==> src/design/walk_sound_pkg.sv <==
/*
 * Walk sound package: sequencer states, the voice control bundle and the
 * timing and amplitude constants shared by the walk footstep voice.
 */
`default_nettype none

package walk_sound_pkg;

    //////////////////////////////////////////////////
    // sample path widths and amplitudes
    //////////////////////////////////////////////////

    localparam int SAMPLE_W     = 16;
    localparam int ENV_W        = 8;
    localparam int PITCH_W      = 10;
    localparam int TIMER_W      = 8;

    localparam int ENV_MAX        = 255;
    localparam int ENV_STEP       = 4;
    localparam int ENV_DECAY_STEP = 2;

    // peak of square times envelope is 32 * 255 = 8160
    localparam int SQUARE_AMP   = 32;

    // one-pole coefficient is 2^-FILTER_SHIFT
    localparam int FILTER_SHIFT = 3;
    localparam int FILTER_SNAP  = 1 << FILTER_SHIFT;

    //////////////////////////////////////////////////
    // phase timing in audio samples
    //////////////////////////////////////////////////

    localparam int ATTACK_SAMPLES  = 64;
    localparam int DECAY_SAMPLES   = 128;

    localparam int PITCH_START     = 6;
    localparam int PITCH_SWEEP_DIV = 8;
    localparam int SWEEP_W         = $clog2(PITCH_SWEEP_DIV);

    typedef enum logic [1:0] {
        WALK_IDLE,
        WALK_ATTACK,
        WALK_HOLD,
        WALK_DECAY
    } walk_state_t;

    // control bundle from the sequencer to the oscillator and the VCA
    typedef struct packed {
        logic [ENV_W-1:0]   env_level;
        logic [PITCH_W-1:0] pitch_period;
        logic               voice_on;
    } voice_ctrl_t;

endpackage

`default_nettype wire

==> src/design/walk_sequencer.sv <==
/*
 * Walk sequencer: FSM that runs attack, hold and decay on the audio strobe,
 * and produces the envelope level and the sweeping pitch period.
 */
`default_nettype none

module walk_sequencer import walk_sound_pkg::*; (
    input  wire logic                clk,
    input  wire logic                reset,
    input  wire logic                audio_clk_en,
    input  wire logic                walk_en,
    input  wire logic                phase_done,
    output logic                     timer_load,
    output logic [TIMER_W-1:0]       timer_length,
    output voice_ctrl_t              voice_ctrl
);

    walk_state_t        state_q;
    walk_state_t        state_d;
    logic [ENV_W-1:0]   env_q;
    logic [ENV_W:0]     env_up;
    logic [PITCH_W-1:0] pitch_q;
    logic [SWEEP_W-1:0] sweep_q;
    logic               enter_attack;
    logic               enter_decay;

    //////////////////////////////////////////////////
    // next state
    //////////////////////////////////////////////////

    always_comb begin
        state_d = state_q;
        case (state_q)
            WALK_IDLE:   if (walk_en) state_d = WALK_ATTACK;
            WALK_ATTACK: if (phase_done) state_d = WALK_HOLD;
            WALK_HOLD:   if (!walk_en) state_d = WALK_DECAY;
            WALK_DECAY: begin
                // a new step during the decay restarts the attack from here
                if (walk_en) begin
                    state_d = WALK_ATTACK;
                end else if (phase_done) begin
                    state_d = WALK_IDLE;
                end
            end
            default:     state_d = WALK_IDLE;
        endcase
    end

    assign enter_attack = (state_d == WALK_ATTACK) && (state_q != WALK_ATTACK);
    assign enter_decay  = (state_d == WALK_DECAY) && (state_q != WALK_DECAY);

    // the timer is armed on the very strobe that enters a timed phase
    assign timer_load   = audio_clk_en && (enter_attack || enter_decay);
    assign timer_length = enter_decay ? TIMER_W'(DECAY_SAMPLES) : TIMER_W'(ATTACK_SAMPLES);

    assign env_up = {1'b0, env_q} + (ENV_W + 1)'(ENV_STEP);

    //////////////////////////////////////////////////
    // state, envelope and pitch registers
    //////////////////////////////////////////////////

    always_ff @(posedge clk) begin
        if (reset) begin
            state_q <= WALK_IDLE;
            env_q   <= '0;
            pitch_q <= PITCH_W'(PITCH_START);
            sweep_q <= '0;
        end else if (audio_clk_en) begin
            state_q <= state_d;
            case (state_q)
                WALK_IDLE: env_q <= '0;
                WALK_ATTACK: begin
                    if (env_up > (ENV_W + 1)'(ENV_MAX)) begin
                        env_q <= ENV_W'(ENV_MAX);
                    end else begin
                        env_q <= env_up[ENV_W-1:0];
                    end
                end
                WALK_DECAY: begin
                    if (env_q > ENV_W'(ENV_DECAY_STEP)) begin
                        env_q <= env_q - ENV_W'(ENV_DECAY_STEP);
                    end else begin
                        env_q <= '0;
                    end
                    // pitch sinks one sample of half-period every sweep interval
                    sweep_q <= sweep_q + 1'b1;
                    if (sweep_q == SWEEP_W'(PITCH_SWEEP_DIV - 1)) begin
                        pitch_q <= pitch_q + 1'b1;
                    end
                end
                default: ;
            endcase
            if (enter_attack) begin
                pitch_q <= PITCH_W'(PITCH_START);
            end
            if (enter_decay) begin
                sweep_q <= '0;
            end
        end
    end

    assign voice_ctrl.env_level    = env_q;
    assign voice_ctrl.pitch_period = pitch_q;
    assign voice_ctrl.voice_on     = (state_q != WALK_IDLE);

endmodule

`default_nettype wire

==> src/design/walk_phase_timer.sv <==
/*
 * Walk phase timer: counts audio samples down after a load and pulses
 * phase_done for one strobe when the phase length has run out.
 */
`default_nettype none

module walk_phase_timer import walk_sound_pkg::*; (
    input  wire logic               clk,
    input  wire logic               reset,
    input  wire logic               audio_clk_en,
    input  wire logic               timer_load,
    input  wire logic [TIMER_W-1:0] timer_length,
    output logic                    phase_done
);

    logic [TIMER_W-1:0] count_q;
    logic               armed_q;

    always_ff @(posedge clk) begin
        if (reset) begin
            count_q    <= '0;
            armed_q    <= 1'b0;
            phase_done <= 1'b0;
        end else if (audio_clk_en) begin
            // the done flag lives for exactly one sample period
            phase_done <= 1'b0;
            if (timer_load) begin
                count_q <= timer_length;
                armed_q <= 1'b1;
            end else if (armed_q) begin
                count_q <= count_q - 1'b1;
                if (count_q == TIMER_W'(1)) begin
                    armed_q    <= 1'b0;
                    phase_done <= 1'b1;
                end
            end
        end
    end

endmodule

`default_nettype wire

==> src/design/walk_oscillator.sv <==
/*
 * Walk oscillator: square wave of +/- SQUARE_AMP whose half-period in
 * samples follows the sequencer's pitch period.
 */
`default_nettype none

module walk_oscillator import walk_sound_pkg::*; (
    input  wire logic                  clk,
    input  wire logic                  reset,
    input  wire logic                  audio_clk_en,
    input  wire voice_ctrl_t           voice_ctrl,
    output logic signed [SAMPLE_W-1:0] square
);

    logic [PITCH_W-1:0] half_count_q;
    logic               polarity_q;

    always_ff @(posedge clk) begin
        if (reset) begin
            half_count_q <= '0;
            polarity_q   <= 1'b1;
        end else if (audio_clk_en) begin
            if (!voice_ctrl.voice_on) begin
                // parked on the positive half so each step starts there
                half_count_q <= '0;
                polarity_q   <= 1'b1;
            end else if (half_count_q >= voice_ctrl.pitch_period - 1'b1) begin
                // >= covers the pitch dropping back to its start value mid-cycle
                half_count_q <= '0;
                polarity_q   <= ~polarity_q;
            end else begin
                half_count_q <= half_count_q + 1'b1;
            end
        end
    end

    assign square = polarity_q ? SAMPLE_W'(SQUARE_AMP) : -SAMPLE_W'(SQUARE_AMP);

endmodule

`default_nettype wire

==> src/design/walk_vca_filter.sv <==
/*
 * Walk VCA and output filter: scales the square wave by the envelope and
 * smooths it with a one-pole low-pass, standing in for the analog stage.
 */
`default_nettype none

module walk_vca_filter import walk_sound_pkg::*; (
    input  wire logic                  clk,
    input  wire logic                  reset,
    input  wire logic                  audio_clk_en,
    input  wire logic signed [SAMPLE_W-1:0] square,
    input  wire voice_ctrl_t           voice_ctrl,
    output logic signed [SAMPLE_W-1:0] out
);

    logic signed [SAMPLE_W-1:0] env_s;
    logic signed [SAMPLE_W-1:0] product_q;
    logic signed [SAMPLE_W-1:0] state_q;
    logic signed [SAMPLE_W-1:0] diff;
    logic signed [SAMPLE_W-1:0] step;
    logic                       near_zero;

    // envelope is unsigned, widen it with zeros before the signed multiply
    assign env_s = $signed({{(SAMPLE_W - ENV_W){1'b0}}, voice_ctrl.env_level});

    //////////////////////////////////////////////////
    // one-pole low-pass toward the scaled square
    //////////////////////////////////////////////////

    // both ends stay within +/-8160, so the difference fits in SAMPLE_W
    assign diff = product_q - state_q;
    assign step = diff >>> FILTER_SHIFT;

    // the arithmetic shift rounds toward minus infinity and would leave
    // a small negative residue sitting above a zero target
    assign near_zero = (product_q == '0)
                    && (state_q > -SAMPLE_W'(FILTER_SNAP))
                    && (state_q < SAMPLE_W'(FILTER_SNAP));

    always_ff @(posedge clk) begin
        if (reset) begin
            product_q <= '0;
            state_q   <= '0;
        end else if (audio_clk_en) begin
            product_q <= square * env_s;
            if (near_zero) begin
                state_q <= '0;
            end else begin
                state_q <= state_q + step;
            end
        end
    end

    assign out = state_q;

endmodule

`default_nettype wire

==> src/design/dk_walk.sv <==
/*
 * Walk footstep voice: sequencer, phase timer, square oscillator and
 * VCA filter, stepping one audio sample per audio_clk_en strobe.
 */
`default_nettype none

module dk_walk import walk_sound_pkg::*; (
    input  wire logic                  clk,
    input  wire logic                  reset,
    input  wire logic                  audio_clk_en,
    input  wire logic                  walk_en,
    output logic signed [SAMPLE_W-1:0] out
);

    voice_ctrl_t                voice_ctrl;
    logic                       timer_load;
    logic [TIMER_W-1:0]         timer_length;
    logic                       phase_done;
    logic signed [SAMPLE_W-1:0] square;

    walk_sequencer u_sequencer (
        .clk          (clk),
        .reset        (reset),
        .audio_clk_en (audio_clk_en),
        .walk_en      (walk_en),
        .phase_done   (phase_done),
        .timer_load   (timer_load),
        .timer_length (timer_length),
        .voice_ctrl   (voice_ctrl)
    );

    walk_phase_timer u_phase_timer (
        .clk          (clk),
        .reset        (reset),
        .audio_clk_en (audio_clk_en),
        .timer_load   (timer_load),
        .timer_length (timer_length),
        .phase_done   (phase_done)
    );

    walk_oscillator u_oscillator (
        .clk          (clk),
        .reset        (reset),
        .audio_clk_en (audio_clk_en),
        .voice_ctrl   (voice_ctrl),
        .square       (square)
    );

    walk_vca_filter u_vca_filter (
        .clk          (clk),
        .reset        (reset),
        .audio_clk_en (audio_clk_en),
        .square       (square),
        .voice_ctrl   (voice_ctrl),
        .out          (out)
    );

endmodule

`default_nettype wire

==> config.mk <==
export PLATFORM = sky130hd
export DESIGN_NAME = dk_walk
export DESIGN_NICKNAME = d
export VERILOG_FILES = /design/src/design/walk_sound_pkg.sv /design/src/design/walk_sequencer.sv /design/src/design/walk_phase_timer.sv /design/src/design/walk_oscillator.sv /design/src/design/walk_vca_filter.sv /design/src/design/dk_walk.sv
export SDC_FILE = /design/constraint.sdc
export NUM_CORES = 1
export LEC_CHECK = 0
export ABC_CLOCK_PERIOD_IN_PS = 12400
export BUFFER_PORTS_ARGS = -buffer_cell sky130_fd_sc_hd__buf_4
export CORE_MARGIN = 4
export CORE_UTILIZATION = 47
export DETAILED_ROUTE_END_ITERATION = 10
export GPL_ROUTABILITY_DRIVEN = 0
export PLACE_DENSITY = 0.67
export SYNTH_ARGS = -nofsm -noshare
export SYNTH_HDL_FRONTEND = slang
export SYNTH_SLANG_ARGS = --single-unit
==> constraint.sdc <==
create_clock -name clk -period 12.4 [get_ports clk]
set_input_delay 1.86 -clock clk [delete_from_list [all_inputs] [get_ports clk]]
set_output_delay 1.86 -clock clk [all_outputs]
set_load 0.02 [all_outputs]
==> flow_summary.ini <==
[sta]
layout_min_cycle_time_ps = 4530
period_share_pct = 36.5
whs_ps = 517
drv_slew = 0
hold_violations = 0
fmax_mhz = 221
worst_pin_slew_ps = 690
setup_viol = 0
worst_slew_margin_rel_pct = 54.0
rsz0062_at_grt = no
tns_ps = 0
worst_slack_ps = 7870
clock_skew_ps = 9.91

[clock_network]
clk_latency_ps = 350
cts_hold_buf = 0
postCtsSetupRepairBufs = 0
clock-root-buffer = clkbuf_16
cts_sinks = 71
ctsLongestPathBuffers = 2
cts_resized = 0
cts.clk_slew.worst_paths_ps = 60
htreeDepth = 3
cts_made_buffers = 9
tritoncts = built

[floorplanning]
fp.dieW_um = 120
core_area_um2 = 12200
die_area_um2 = 14500
start_util_pct = 48.8
ioPinCount = 20
num_rows = 40
die_h_um = 120

[worst_hold_path]
hp-class = reg2reg

[grt]
antenna_found_initial = 0
grt_pass1_wl_um = 23200
first_global_vias = 4940
gr-usage-all-layers_pct = 19.3
grt-ovfl-total = 0
grt_max_degree = 50

[synth]
syn_avg_cell_area_um2 = 8.19
synthMuxAreaShare_pct = 1.86
synth_area_um2 = 5930
synth_top_area_cell = dfxtp_1
synth-simple-area-share_pct = 20.0
synth_fp_nets = 820
syn_inst = 725
yosys_warnings = 0
synth_area_leaders = dfxtp_1 (24%), ha_1 (15%), fa_1 (6.4%)
ys_seq_area_share_pct = 24.0
synth-compound-area-share_pct = 16.0
synth_xor_area_share_pct = 9.59
synth_fa_ha_area_share_pct = 21.6
synth_seq_cells = 71
synth.distinct_cells = 66
synth-edff-count = 0
synth_top_family_by_area = adder cells
async_reset_ff_share_pct = 0
synth-main-ff-cell = dfxtp_1
netlist.area_leader.share_pct = 24.0

[layout]
num_antenna_cells = 0
area_growth_pct = 9.51
final_core_util_pct = 53.4
drive_gt1_share_pct = 5.46
nets = 823
instances_no_fill = 901

[worst_setup_path]
end_kind = flop
cp.required_ps = 12650
r2r_setup_slack_ps = 7870
critical_path_class = reg2reg
critPathArrivalTime_ps = 4780
crit_fanout = 9
critPathLaunchType = flop

[routing]
route.detailed.drc = 0
final_antenna_net_count = 0
firstDrtPassIters = 4
wl_um = 13000
vias = 4951
wl_per_cell_um = 14.4
via_per_inst = 5.50
first_iter_violations = 193

[placed_design]
dp.cells = 885
dpl.hpwl_um = 9940
io_buffers = 19
place_ws_ps = 7890

[flow_run]
cap_violations = 0

[power]
ir_drop_uv = 167
cellPowerDensity_nw_per_um2 = 180
p_leak_nw = 2.94

[status]
status = finished clean
kinds of logic after synthesis:
family,Yosys count
multiplexers,11
XOR/XNOR,65
adder cells (fa/ha/maj),91
buffers and inverters,107
AO/OA/AOI/OAI,140
AND/OR/NAND/NOR,240
flip-flops,71
power by group:
group | leakage [nW] | internal [mW] | switching [mW] | total [mW]
clock network | 0.156 | 0.182 | 0.103 | 0.284
registers | 0.578 | 0.250 | 0.0362 | 0.286
logic | 2.20 | 0.264 | 0.333 | 0.597
total | 2.94 | 0.695 | 0.472 | 1.17
sequential cells by signal (all words and copies together), names as in the netlist:
| register | count |
|---|---|
| u_oscillator.polarity_q | 1 |
| u_oscillator.half_count_q | 10 |
| u_phase_timer.armed_q | 1 |
| u_sequencer.env_q | 8 |
| u_sequencer.state_q | 2 |
| u_phase_timer.phase_done | 1 |
| u_phase_timer.count_q | 8 |
| u_sequencer.sweep_q | 3 |
| u_vca_filter.out | 16 |
| u_sequencer.pitch_q | 10 |
| u_vca_filter.product_q | 11 |
metrics by stage:
step / power (mW) / cell area (µm²)
floorplan: 0.753 / 5930
global placement: 0.860 / 6170
detailed placement: 0.880 / 6170
CTS: 1.17 / 6500
global route: 1.26 / 6500
finish: 1.17 / 6500
layout make-up:
class                   count  area (µm²)
fillers                  1157        5660
multi-input cells         547        4100
flip-flops and latches     71        1420
inverters                  80         300
clock buffers              11         243
well taps                 168         210
repair buffers             19         143
clock inverters             5        81.3
Yosys cell counts, types with 2 or more instances:
library cell / number
nor2_1: 83
inv_1: 80
ha_1: 72
dfxtp_1: 71
nand2_1: 42
xnor2_1: 41
a21oi_1: 33
xor2_1: 24
clkbuf_1: 22
o21ai_0: 21
fa_1: 19
nand2b_1: 18
a22oi_1: 17
nand3_1: 15
nor3_1: 15
a21o_1: 13
nand4_1: 13
and3_1: 11
mux2i_1: 11
nor2b_1: 8
nor4_1: 8
or3_1: 6
a211oi_1: 5
and2_1: 5
o21bai_1: 5
a311oi_1: 4
o211ai_1: 4
o221ai_1: 4
o31ai_1: 4
a31oi_1: 3
o21ai_1: 3
o32ai_1: 3
a211o_1: 2
a32oi_1: 2
buf_2: 2
nand3b_1: 2
nand4b_1: 2
nor3b_1: 2
o21a_1: 2
or4_1: 2
worst paths after layout:
path | start | endpoint | depth (start not counted)
hold reg to reg | u_sequencer.sweep_q[1] | u_sequencer.sweep_q[1] | 2
setup / recovery | u_sequencer.env_q[1] | u_vca_filter.product_q[15] | 15
hold / removal | u_sequencer.sweep_q[1] | u_sequencer.sweep_q[1] | 2
setup reg to reg | u_sequencer.env_q[1] | u_vca_filter.product_q[15] | 15
worst max-delay path, cell delays in order (launching register included):
cell      delay (ps)
dfxtp_1          490
nand2b_1         150
fa_1             610
inv_1            130
fa_1             700
inv_1            100
fa_1             520
fa_1             550
inv_1             40
ha_1             310
inv_1             80
o21bai_1         100
a21o_1           180
a21oi_1          160
xnor2_1           90
a211oi_1         220
cells in the final DEF, fill, tap and decap left out, drive strengths merged, types with 7 or more instances in the layout:
cell    count
a21o       13
a21oi      33
a22oi      17
and3       11
buf        19
clkbuf     11
dfxtp      71
fa         19
ha         72
inv        80
mux2i      11
nand2      42
nand2b     19
nand3      15
nand4      13
nor2       84
nor2b       8
nor3       15
nor4        8
o21ai      24
or3         7
xnor2      41
xor2       24
metal layers:
| layer | track usage (%) | wire, µm | vias to the layer above |
|---|---|---|---|
| li1 | - | - | 2516 |
| met3 | 4.12 | 390 | 13 |
| met4 | 5.17 | 169 | 0 |
| met1 | 24.2 | 6020 | 2358 |
| met2 | 33.5 | 6410 | 64 |
| met5 | 0 | 0 | - |
Note: power is estimated with default switching activity, not from simulation.
